==> src/dcache_mem_pkg.sv <==
// geometry is fixed here (2 ways, 4 words per line, 16 sets); changing it needs matching struct widths
`default_nettype none

package dcache_mem_pkg;

  //////////////////////////////////////////////////
  // cache geometry
  //////////////////////////////////////////////////

  localparam int unsigned XLEN           = 32;
  localparam int unsigned WORD_BYTES     = XLEN / 8;
  localparam int unsigned NUM_WAYS       = 2;
  localparam int unsigned NUM_BANKS      = 4;
  localparam int unsigned IDX_WIDTH      = 4;
  localparam int unsigned OFF_WIDTH      = 4;
  // upper offset bits pick the word, so they pick the bank
  localparam int unsigned BANK_SEL_WIDTH = 2;
  localparam int unsigned TAG_WIDTH      = 8;
  localparam int unsigned LINE_WIDTH     = NUM_BANKS * XLEN;
  localparam int unsigned NUM_SETS       = 1 << IDX_WIDTH;

  typedef logic [NUM_WAYS-1:0]  way_vec_t;
  typedef logic [NUM_BANKS-1:0] bank_vec_t;

  //////////////////////////////////////////////////
  // port bundles
  //////////////////////////////////////////////////

  typedef struct packed {
    logic                 req;
    logic                 prio;      // 1 masks all low priority requests
    logic                 tag_only;  // tag and valid lookup only
    logic [IDX_WIDTH-1:0] idx;
    logic [OFF_WIDTH-1:0] off;
  } rd_port_t;

  typedef struct packed {
    logic                    vld;
    way_vec_t                we;
    logic [TAG_WIDTH-1:0]    tag;
    logic [IDX_WIDTH-1:0]    idx;
    logic [LINE_WIDTH-1:0]   data;
    logic [LINE_WIDTH/8-1:0] be;
    way_vec_t                vld_bits;
  } line_wr_t;

  typedef struct packed {
    way_vec_t              req;  // one-hot target way
    logic [IDX_WIDTH-1:0]  idx;
    logic [OFF_WIDTH-1:0]  off;
    logic [XLEN-1:0]       data;
    logic [WORD_BYTES-1:0] be;
  } word_wr_t;

  typedef struct packed {
    way_vec_t        vld_bits;
    way_vec_t        hit_oh;
    logic [XLEN-1:0] data;
  } rd_rsp_t;

  // word offset to bank select
  function automatic bank_vec_t bank_onehot(input logic [BANK_SEL_WIDTH-1:0] sel);
    bank_vec_t oh;
    oh      = '0;
    oh[sel] = 1'b1;
    return oh;
  endfunction

endpackage

`default_nettype wire

==> src/bank_ctrl.sv <==
// bank and tag access steering; refill wins, a word write yields to a data read of its bank
`default_nettype none

module bank_ctrl #(
  parameter int unsigned NumPorts = 3
) (
  input  dcache_mem_pkg::rd_port_t [NumPorts-1:0]               rd_port_i,
  input  logic [((NumPorts > 1) ? $clog2(NumPorts) : 1)-1:0]   sel_i,
  input  logic                                                  rd_go_i,
  input  dcache_mem_pkg::line_wr_t                              line_wr_i,
  input  dcache_mem_pkg::word_wr_t                              word_wr_i,
  output logic                                                  wr_ack_o,
  output dcache_mem_pkg::bank_vec_t                             bank_req_o,
  output dcache_mem_pkg::bank_vec_t                             bank_we_o,
  output logic [dcache_mem_pkg::NUM_BANKS-1:0][dcache_mem_pkg::IDX_WIDTH-1:0] bank_addr_o,
  output logic [dcache_mem_pkg::NUM_BANKS-1:0][dcache_mem_pkg::NUM_WAYS-1:0]
               [dcache_mem_pkg::WORD_BYTES-1:0]                 bank_be_o,
  output logic [dcache_mem_pkg::NUM_BANKS-1:0][dcache_mem_pkg::NUM_WAYS-1:0]
               [dcache_mem_pkg::XLEN-1:0]                       bank_wdata_o,
  output dcache_mem_pkg::way_vec_t                              tag_req_o,
  output logic                                                  tag_we_o,
  output logic [dcache_mem_pkg::IDX_WIDTH-1:0]                  tag_addr_o,
  output logic [dcache_mem_pkg::NUM_WAYS-1:0][dcache_mem_pkg::TAG_WIDTH:0] tag_wdata_o,
  output logic                                                  lookup_en_o,
  output logic [dcache_mem_pkg::IDX_WIDTH-1:0]                  lookup_idx_o,
  output logic [dcache_mem_pkg::OFF_WIDTH-1:0]                  lookup_off_o
);
  import dcache_mem_pkg::*;

  rd_port_t                  rd_sel;
  logic [BANK_SEL_WIDTH-1:0] rd_bank;
  logic [BANK_SEL_WIDTH-1:0] wr_bank;
  logic                      rd_data;
  logic                      collision;

  assign rd_sel  = rd_port_i[sel_i];
  assign rd_bank = rd_sel.off[OFF_WIDTH-1 -: BANK_SEL_WIDTH];
  assign wr_bank = word_wr_i.off[OFF_WIDTH-1 -: BANK_SEL_WIDTH];

  // tag-only reads never touch the data banks
  assign rd_data   = rd_go_i & ~rd_sel.tag_only;
  assign collision = rd_data & (rd_bank == wr_bank);
  assign wr_ack_o  = (|word_wr_i.req) & ~line_wr_i.vld & ~collision;

  //////////////////////////////////////////////////
  // data banks
  //////////////////////////////////////////////////

  always_comb begin : p_banks
    bank_req_o = '0;
    bank_we_o  = '0;
    bank_be_o  = '0;
    for (int k = 0; k < NUM_BANKS; k++) begin
      bank_addr_o[k] = word_wr_i.idx;
      for (int w = 0; w < NUM_WAYS; w++) begin
        bank_wdata_o[k][w] = line_wr_i.vld ? line_wr_i.data[k*XLEN +: XLEN] : word_wr_i.data;
      end
    end

    if (line_wr_i.vld) begin
      // refill writes every bank of the enabled ways
      bank_req_o = {NUM_BANKS{|line_wr_i.we}};
      bank_we_o  = {NUM_BANKS{|line_wr_i.we}};
      for (int k = 0; k < NUM_BANKS; k++) begin
        bank_addr_o[k] = line_wr_i.idx;
        for (int w = 0; w < NUM_WAYS; w++) begin
          if (line_wr_i.we[w]) begin
            bank_be_o[k][w] = line_wr_i.be[k*WORD_BYTES +: WORD_BYTES];
          end
        end
      end
    end else begin
      if (rd_data) begin
        bank_req_o           = bank_onehot(rd_bank);
        bank_addr_o[rd_bank] = rd_sel.idx;
      end
      if (wr_ack_o) begin
        bank_req_o = bank_req_o | bank_onehot(wr_bank);
        bank_we_o  = bank_onehot(wr_bank);
        for (int w = 0; w < NUM_WAYS; w++) begin
          if (word_wr_i.req[w]) begin
            bank_be_o[wr_bank][w] = word_wr_i.be;
          end
        end
      end
    end
  end

  //////////////////////////////////////////////////
  // tag arrays and lookup context
  //////////////////////////////////////////////////

  assign lookup_en_o  = rd_go_i;
  assign lookup_idx_o = rd_sel.idx;
  assign lookup_off_o = rd_sel.off;

  assign tag_we_o   = line_wr_i.vld;
  assign tag_addr_o = line_wr_i.vld ? line_wr_i.idx : lookup_idx_o;
  // a read looks at every way
  assign tag_req_o  = line_wr_i.vld ? line_wr_i.we : {NUM_WAYS{rd_go_i}};

  for (genvar w = 0; w < NUM_WAYS; w++) begin : gen_tag_wdata
    assign tag_wdata_o[w] = {line_wr_i.vld_bits[w], line_wr_i.tag};
  end

endmodule

`default_nettype wire

==> config.mk <==
export PLATFORM = sky130hd
export DESIGN_NAME = bank_ctrl
export DESIGN_NICKNAME = d
export VERILOG_FILES = /design/src/dcache_mem_pkg.sv /design/src/bank_ctrl.sv
export SDC_FILE = /design/constraint.sdc
export NUM_CORES = 1
export LEC_CHECK = 0
export BUFFER_PORTS_ARGS = -buffer_cell sky130_fd_sc_hd__clkbuf_2
export CORE_AREA = 2 2 231 233
export DETAILED_ROUTE_END_ITERATION = 8
export DIE_AREA = 0 0 233 235
export GPL_ROUTABILITY_DRIVEN = 0
export PLACE_DENSITY = 0.33
export SETUP_SLACK_MARGIN = 0.1
export SYNTH_ARGS = -nofsm -noshare
export SYNTH_HDL_FRONTEND = slang
export SYNTH_SLANG_ARGS = --single-unit
==> constraint.sdc <==
create_clock -name vclk -period 1.75
set_input_delay 0.35 -clock vclk [all_inputs]
set_output_delay 0.35 -clock vclk [all_outputs]
set_load 0.05 [all_outputs]
==> impl_metrics.py, run 1 <==
metrics = {
    "outcome": {
        "outcome": "finished with violations",
        "violations": "setup timing",
    },
    "placement": {
        "placed_cell_area_mm2": 0.00931,
        "dpl.hpwl_um": 22000,
        "io_buffers": 554,
        "dp.cells": 1796,
    },
    "worst_setup_path": {
        "arrival_ns": 1.88,
        "critPathSlowestCell": "mux2i_4",
        "crit_required_ns": 1.40,
        "startpoint_type": "input pin",
        "end_kind": "primary output",
        "cp_cell_sequence": "clkbuf_16 -> mux2i_4 -> a2bb2oi_4 -> buf_8 -> buf_4 -> a31oi_1 -> o31ai_4 -> buf_12",
        "path_delay_family": "buffers and inverters",
        "slowest_delay_ns": 0.25,
        "path_buf_inv": 4,
        "path_class": "in2out",
        "worstPathMaxFanout": 13,
    },
    "sta": {
        "max_freq_mhz": 449,
        "rsz0062_at_grt": "true",
        "setup_violations": 286,
        "slew-limit-headroom_pct": 70.2,
        "fin_crit_ns": 2.23,
        "setup-tns-final_ns": -42.08,
        "fin_crit_sh_pct": 127,
        "finalHoldViolations": 0,
        "tightest_slew_ns": 0.443,
        "fin_ws_ns": -0.478,
        "slew_viol_final": 0,
    },
    "finish": {
        "register_area_um2": 0,
        "diodes": 0,
        "final_cell_count_no_fill": 1865,
        "seq_cell_count": 0,
        "syn_to_final_growth_pct": 303,
        "fin_area_mm2": 0.0145,
        "utilization_pct": 27.7,
        "nets": 1422,
        "nClkBuffers": 0,
        "drive_gt1_share_pct": 88.5,
    },
    "synth": {
        "synth_nets": 904,
        "synth_top_cell_by_area": "nand2_1",
        "synth_top_area_share_pct": 32.0,
        "synth_warnings": 0,
        "syn_area_per_cell_um2": 5.44,
        "synth_area_leaders": "nand2_1, buf_4, nand2b_1",
        "ys_types": 30,
        "ys_seq_area_share_pct": 0,
        "syn_area_mm2": 0.00360,
        "synth_cells": 661,
    },
    "detailed_routing": {
        "drt-pass1-iter-count": 4,
        "vias": 6492,
        "drc": 0,
        "drt_iter0_drc": 167,
        "route.met2.wl_um": 17300,
        "topRoutingLayerUsed": "met4",
        "drt-total-wl_um": 32000,
        "wl_met1_um": 12000,
        "antenna_left": 0,
        "wl_met3_um": 1760,
        "wire_per_inst_um": 17.2,
        "avgViaCountPerCell": 3.48,
    },
    "flow_run": {
        "maxCapViolCount": 0,
    },
    "power_and_ir_drop": {
        "p_per_area_mw_per_mm2": 466,
        "total_leakage_power_nw": 6.89,
        "peakVddDrop_mv": 0.182,
    },
    "global_route": {
        "grt_pass1_vias": 6525,
        "grt_first_pass_wirelength_um": 41600,
        "grt_util_all_layers_pct": 9.90,
        "antenna_found_initial": 0,
        "overflow": 0,
        "grt_max_degree": 20,
    },
    "floorplanning": {
        "initial_core_util_pct": 6.89,
        "fp.dieW_um": 233,
        "ios": 590,
        "core_region_area_mm2": 0.0522,
        "die-height_um": 235,
        "row_count": 84,
        "die-area_mm2": 0.0548,
    },
    "min_path": {
        "hp-class": "in2out",
    },
    "clock_network": {
        "holdBufCountCts": 0,
    },
}
Yosys cell counts:
cell and count:
o31ai_1 16, inv_1 1, o2bb2ai_1 4, clkbuf_1 28
a32oi_1 2, o21ai_1 2, mux2i_1 9, nor4_1 16
buf_1 2, o31ai_4 2, buf_2 6, o21bai_1 1
o221ai_1 1, xnor2_1 2, nand2_1 307, inv_2 2
buf_6 2, o311ai_2 1, nand2b_1 35, a31oi_1 19
nor2b_1 1, nor3_1 2, o21ai_0 36, buf_4 151
nor2_1 3, mux2_2 4, and2_1 2, o221a_2 1
a2bb2oi_2 2, o311ai_4 1
cells in the final DEF (no fill, tap or decap), drive strengths merged, types with 2 or more instances in the layout:
cell,synthesis,final
o31ai,18,18
nand2,307,307
and2,2,2
o311ai,2,2
mux2i,9,9
buf,161,404
a32oi,2,2
nand2b,35,35
nor4,16,16
o2bb2ai,4,4
nor3,2,2
a2bb2oi,2,2
clkbuf,28,301
inv,3,3
a31oi,19,19
mux2,4,4
nor2,3,3
xnor2,2,2
o21ai,38,38
cells by family after synthesis:
| family | Yosys count | share of synthesized area, % |
|---|---|---|
| compound gates | 88 | 17.4 |
| mux | 13 | 3.76 |
| xor+xnor | 2 | 0.487 |
| simple gates | 366 | 42.0 |
| buf+inv | 192 | 36.4 |
repair_timing:
action / in CTS / in global routing
setup buffers: 25 / 31
resized for setup: 457 / 887
pin swaps: 37 / 97
cloned: 17 / 5
endpoints found under the setup margin: 324 / 328
routing by layer:
layer  GRT usage, %  vias up
met5              0        -
met4           2.51        0
met3           1.18       38
met2           18.9      325
met1           11.5     3067
li1               -     3062
metrics by stage:
stage	setup slack, ns	hold WS (ns)	power, mW
after floorplan	-0.578	0.867	3.96
after detailed placement	-0.693	0.700	4.87
after global routing	-0.529	0.700	6.99
after CTS	-0.493	0.700	5.90
after global placement	-0.677	0.700	4.89
final	-0.478	0.700	6.75
report_power, final:
| group | switching [mW] | internal (mW) | leakage [nW] |
|---|---|---|---|
| registers | 0 | 0 | 0 |
| logic | 3.86 | 2.89 | 6.89 |
| clock network | 0 | 0 | 0 |
| total | 3.86 | 2.89 | 6.89 |
cell type report:
class | instances | area (um^2)
Tap cell | 688 | 861
Inverter | 3 | 21.3
Multi-Input combinational cell | 469 | 4920
Fill cell | 5326 | 37700
Timing Repair Buffer | 705 | 8690
worst paths after layout:
check / slack (ns) / start / cells after the start / end
max: -0.48 / sel_i[1] / 8 / bank_addr_o[1]
min: 0.70 / line_wr_i[0] / 0 / tag_wdata_o[8]
Power figures use the tool's default switching activity.
==> run 2: changes to the inputs <==
==> config.mk (replaced) <==
export PLATFORM = sky130hd
export DESIGN_NAME = bank_ctrl
export DESIGN_NICKNAME = d
export VERILOG_FILES = /design/src/dcache_mem_pkg.sv /design/src/bank_ctrl.sv
export SDC_FILE = /design/constraint.sdc
export NUM_CORES = 1
export LEC_CHECK = 0
export CORE_AREA = 2 2 232 234
export DETAILED_ROUTE_END_ITERATION = 8
export DIE_AREA = 0 0 234 236
export DONT_BUFFER_PORTS = 1
export GPL_ROUTABILITY_DRIVEN = 0
export PLACE_DENSITY = 0.3
export SETUP_SLACK_MARGIN = 0.1
export SYNTH_ARGS = -nofsm -noshare
export SYNTH_HDL_FRONTEND = slang
export SYNTH_SLANG_ARGS = --single-unit
==> run 2 against run 1 <==
  * Worst hold slack barely moved
  * First-iteration DRC count fell by 34%
  * Combinational power fell by 40%
  * Largest power group unchanged
  * Global-route usage fell by 3.3 points
  * Power fell by 40%
  * The flow still finishes with violations (setup timing)
==> impl_metrics.py, run 2 (same netlist as run 1, synthesis figures left out) <==
metrics = {
    "finish": {
        "final_common_cell": "nand2_1",
        "register_area_um2": 0,
        "diodes": 0,
        "final_cell_mix": "nand2_1, nand2_4, buf_12, buf_4, nand2b_4",
        "drive_gt1_share_pct": 64.2,
        "fin_area_mm2": 0.00701,
        "syn_to_final_growth_pct": 94.8,
        "nClkBuffers": 0,
        "nets": 848,
        "seq_cell_count": 0,
    },
    "detailed_routing": {
        "drc": 0,
        "drt-total-wl_um": 20600,
        "drt-pass1-iter-count": 4,
        "antenna_left": 0,
        "vias": 4171,
        "drt_iter0_drc": 110,
        "avgViaCountPerCell": 3.21,
        "wire_per_inst_um": 15.8,
    },
    "floorplanning": {
        "core_region_area_mm2": 0.0531,
        "initial_core_util_pct": 6.78,
        "fp.dieW_um": 234,
        "row_count": 85,
        "ios": 590,
        "die-area_mm2": 0.0552,
        "die-height_um": 236,
    },
    "global_route": {
        "grt_first_pass_wirelength_um": 28000,
        "grt_max_degree": 194,
        "antenna_found_initial": 0,
        "overflow": 0,
        "grt_pass1_vias": 4088,
        "grt_util_all_layers_pct": 6.63,
    },
    "power_and_ir_drop": {
        "p_per_area_mw_per_mm2": 580,
        "finalPower_mw": 4.07,
        "switchingPower_mw": 3.08,
        "swShare_pct": 75.7,
        "pwr-share-comb_pct": 100.0,
        "internal_power_mw": 0.988,
        "peakVddDrop_mv": 0.200,
        "seqPwrFrac_pct": 0,
        "p_clk_share_pct": 0,
        "total_leakage_power_nw": 2.78,
    },
    "sta": {
        "hold_ws_ns": 0.700,
        "slew_viol_final": 0,
        "slew-limit-headroom_pct": 73.3,
        "rsz0062_at_grt": "true",
        "max_freq_mhz": 481,
        "fin_crit_sh_pct": 119,
        "tightest_slew_ns": 0.399,
        "setup_violations": 57,
        "fin_crit_ns": 2.08,
        "fin_ws_ns": -0.330,
        "finalHoldViolations": 0,
    },
    "flow_run": {
        "maxCapViolCount": 0,
    },
    "worst_setup_path": {
        "path_buf_inv": 3,
        "end_kind": "primary output",
        "path_class": "in2out",
        "path_delay_family": "compound AO/OA/AOI/OAI gates",
        "slowest_delay_ns": 0.32,
        "startpoint_type": "input pin",
        "worstPathMaxFanout": 16,
        "cp_cell_sequence": "mux2i_4 -> a2bb2oi_4 -> inv_6 -> o31ai_4 -> buf_12 -> o21ai_1 -> buf_4",
        "crit_required_ns": 1.40,
        "critPathSlowestCell": "o31ai_4",
        "crit_path_start": "sel_i[1]",
        "arrival_ns": 1.73,
    },
    "outcome": {
        "violations": "setup timing",
        "outcome": "finished with violations",
    },
    "placement": {
        "dpl.hpwl_um": 17200,
        "io_buffers": 0,
        "placed_cell_area_mm2": 0.00656,
    },
    "min_path": {
        "min_from": "line_wr_i[157]",
        "hp-class": "in2out",
    },
    "clock_network": {
        "holdBufCountCts": 0,
    },
}
-- run 2: changes by cell type in the layout (fill, tap and decap cells not counted), sizes merged --
cell / previous run / this run
clkbuf: 301 / 0
buf: 404 / 131
-- run 2: per-layer routing --
metal  part of all wire (%)  global-route usage (%)  routed length [um]  up-vias
met5                      0                       0                   0        -
met2                     51                    12.1               10500      308
li1                       -                       -                   -     1892
met1                     38                    7.70                7820     1950
met3                    9.0                    1.84                1860       21
met4                    1.8                    1.09                 376        0
-- run 2: path summary, 6_finish.rpt --
path,endpoint,slack (ns),depth (start not counted)
setup / recovery,bank_be_o[8],-0.33,7
hold / removal,tag_wdata_o[16],0.70,0
-- run 2: through the flow --
step	TNS [ns]	utilization, %	instances	setup WS, ns
2_1_floorplan	-25.03	-	661	-0.578
3_3_place_gp	-18.30	12.4	1289	-0.392
3_5_place_dp	-18.35	12.4	1289	-0.401
4_1_cts	-15.55	13.0	1294	-0.335
5_1_grt	-18.59	13.2	1299	-0.393
6_report	-15.03	13.2	1299	-0.330
-- run 2: layout make-up --
cell class / count / area, um^2
Inverter: 3 / 21.3
Timing Repair Buffer: 131 / 1740
Multi-Input combinational cell: 469 / 4370
Fill cell: 6064 / 46100
Tap cell: 696 / 871
-- run 2: what timing repair did --
item,CTS,global route
setup endpoints to repair,65,65
buffers inserted,5,8
gates resized for setup,59,17
endpoints found under the hold margin,0,0
gates cloned,1,0
pin swaps,6,6
-- run 2: power groups by stage --
stage                     logic [mW]  clock network [mW]  registers (mW)
after floorplan                 3.96                   0               0
after global placement          3.96                   0               0
after detailed placement        3.95                   0               0
after CTS                       4.06                   0               0
after global routing            4.21                   0               0
final                           4.07                   0               0
==> run 3: changes to the inputs <==
--- a/config.mk
+++ b/config.mk
@@ -5,12 +5,13 @@
 export SDC_FILE = /design/constraint.sdc
 export NUM_CORES = 1
 export LEC_CHECK = 0
-export CORE_AREA = 2 2 232 234
+export CORE_AREA = 2 2 229 231
 export DETAILED_ROUTE_END_ITERATION = 8
-export DIE_AREA = 0 0 234 236
+export DIE_AREA = 0 0 231 233
 export DONT_BUFFER_PORTS = 1
 export GPL_ROUTABILITY_DRIVEN = 0
 export PLACE_DENSITY = 0.3
+export RECOVER_POWER = 50
 export SETUP_SLACK_MARGIN = 0.1
 export SYNTH_ARGS = -nofsm -noshare
 export SYNTH_HDL_FRONTEND = slang
==> run 3 against run 2 <==
  * The run still ends with setup timing left
  * Cell area shrank 3.0%
  * Worst hold slack about the same
  * Fmax down 1.4%
  * Sequential share of layout area unchanged
  * Die area is 2.5% lower
  * First-iteration DRC count grew 6.4%
  * Critical path type unchanged
  * Largest power group unchanged
==> impl_metrics.py, run 3 (same netlist as run 1, synthesis figures left out) <==
metrics = {
    "worst_setup_path": {
        "path_class": "in2out",
        "end_kind": "primary output",
        "startpoint_type": "input pin",
        "cp_cell_sequence": "mux2i_4 -> a2bb2oi_4 -> inv_6 -> o31ai_4 -> buf_6 -> clkbuf_16 -> o21ai_4 -> buf_12",
        "arrival_ns": 1.76,
        "slowest_delay_ns": 0.27,
        "critPathSlowestCell": "o31ai_4",
        "crit_required_ns": 1.40,
        "worstPathMaxFanout": 12,
    },
    "clock_network": {
        "holdBufCountCts": 0,
    },
    "power_and_ir_drop": {
        "swShare_pct": 75.9,
        "pwr-share-comb_pct": 100.0,
        "peakVddDrop_mv": 0.178,
        "switchingPower_mw": 3.07,
        "internal_power_mw": 0.976,
        "seqPwrFrac_pct": 0,
        "p_per_area_mw_per_mm2": 595,
        "total_leakage_power_nw": 2.66,
        "p_clk_share_pct": 0,
        "finalPower_mw": 4.04,
    },
    "finish": {
        "final_cell_mix": "nand2_1, nand2_4, nand2_2",
        "nets": 856,
        "diodes": 0,
        "register_area_um2": 0,
        "utilization_pct": 13.3,
        "nClkBuffers": 0,
        "syn_to_final_growth_pct": 88.9,
        "final_cell_count_no_fill": 1291,
        "final_common_cell": "nand2_1",
        "n_fill_cell": 5839,
        "seq_cell_count": 0,
        "drive_gt1_share_pct": 63.3,
    },
    "global_route": {
        "grt_max_degree": 194,
        "antenna_found_initial": 0,
        "grt_util_all_layers_pct": 7.06,
        "grt_pass1_vias": 4164,
        "grt_first_pass_wirelength_um": 28600,
        "overflow": 0,
    },
    "floorplanning": {
        "fp.dieW_um": 231,
        "die-area_mm2": 0.0538,
        "core_region_area_mm2": 0.0511,
        "ios": 590,
        "initial_core_util_pct": 7.04,
        "row_count": 83,
        "die-height_um": 233,
    },
    "outcome": {
        "violations": "setup timing",
        "outcome": "finished with violations",
    },
    "detailed_routing": {
        "avgViaCountPerCell": 3.30,
        "drt_iter0_drc": 117,
        "drc": 0,
        "vias": 4258,
        "antenna_left": 0,
        "drt-pass1-iter-count": 4,
        "wire_per_inst_um": 16.9,
        "drt-total-wl_um": 21800,
    },
    "sta": {
        "slew-limit-headroom_pct": 61.0,
        "hold_ws_ns": 0.700,
        "finalHoldViolations": 0,
        "fin_ws_ns": -0.360,
        "fin_crit_ns": 2.11,
        "setup_violations": 58,
        "max_freq_mhz": 474,
        "tightest_slew_ns": 0.583,
        "slew_viol_final": 0,
        "fin_crit_sh_pct": 121,
        "rsz0062_at_grt": "true",
    },
    "placement": {
        "io_buffers": 0,
        "dpl.hpwl_um": 17900,
        "dp.cells": 1269,
    },
    "flow_run": {
        "maxCapViolCount": 0,
    },
    "min_path": {
        "hp-class": "in2out",
    },
}
==> run 3: cell count changes in the layout (fill, tap and decap cells not counted), moves of 2 or more <==
cell       before  now
buf_4          52   43
buf_6          25   36
buf_8           2    4
clkbuf_16       0    3
nand2_2         3   64
nand2_4       128   66
nand2b_1        2   17
nand2b_4       32   16
o21ai_1        16    8
o21ai_2        13   17
o21ai_4         9   13
==> run 3: timing repair <==
action                     4_1_cts  5_1_grt
pin swaps                        9       14
resized for setup               78       28
setup buffers                   15        6
setup endpoints to repair       66       64
gates cloned                     0        3
==> run 3: power by group through the flow <==
stage | sequential [mW] | clock (mW) | combinational (mW)
2_1_floorplan | 0 | 0 | 3.96
3_3_place_gp | 0 | 0 | 3.94
3_5_place_dp | 0 | 0 | 3.93
4_1_cts | 0 | 0 | 4.10
5_1_grt | 0 | 0 | 4.18
6_report | 0 | 0 | 4.04
==> run 3: path summary, 6_finish.rpt <==
path	start	to	slack [ns]	depth (start not counted)
setup / recovery	sel_i[1]	bank_be_o[0]	-0.36	8
hold / removal	line_wr_i[157]	tag_wdata_o[7]	0.70	0
==> run 3: area by class of cell <==
cell class | count | area (um^2) | share of cell area, %
timing repair buffer | 139 | 1920 | 28.3
tap | 680 | 851 | 12.5
inverter | 3 | 21.3 | 0.313
multi-input combinational | 469 | 4000 | 58.9
==> run 3: per-layer routing <==
metal	track usage (%)	routed length [um]	share of wire (%)
met5	0	0	0
met4	3.35	1120	5.2
met3	1.38	1600	7.4
met2	12.0	10700	49
met1	8.48	8370	38
==> run 3: critical path, delay by kind of cell <==
family / cells / cell delay (ns)
AO/OA/AOI/OAI: 3 / 0.60
buffers and inverters: 4 / 0.58
multiplexers: 1 / 0.22
==> run 3: per-stage QoR <==
step / worst slack, ns / TNS [ns] / cell area [um^2]
after global placement: -0.419 / -18.10 / 6470
after global routing: -0.414 / -21.06 / 6800
after floorplan: -0.578 / -25.03 / 6150
after detailed placement: -0.448 / -18.61 / 6470
final: -0.360 / -17.75 / 6800
after CTS: -0.361 / -17.34 / 6960
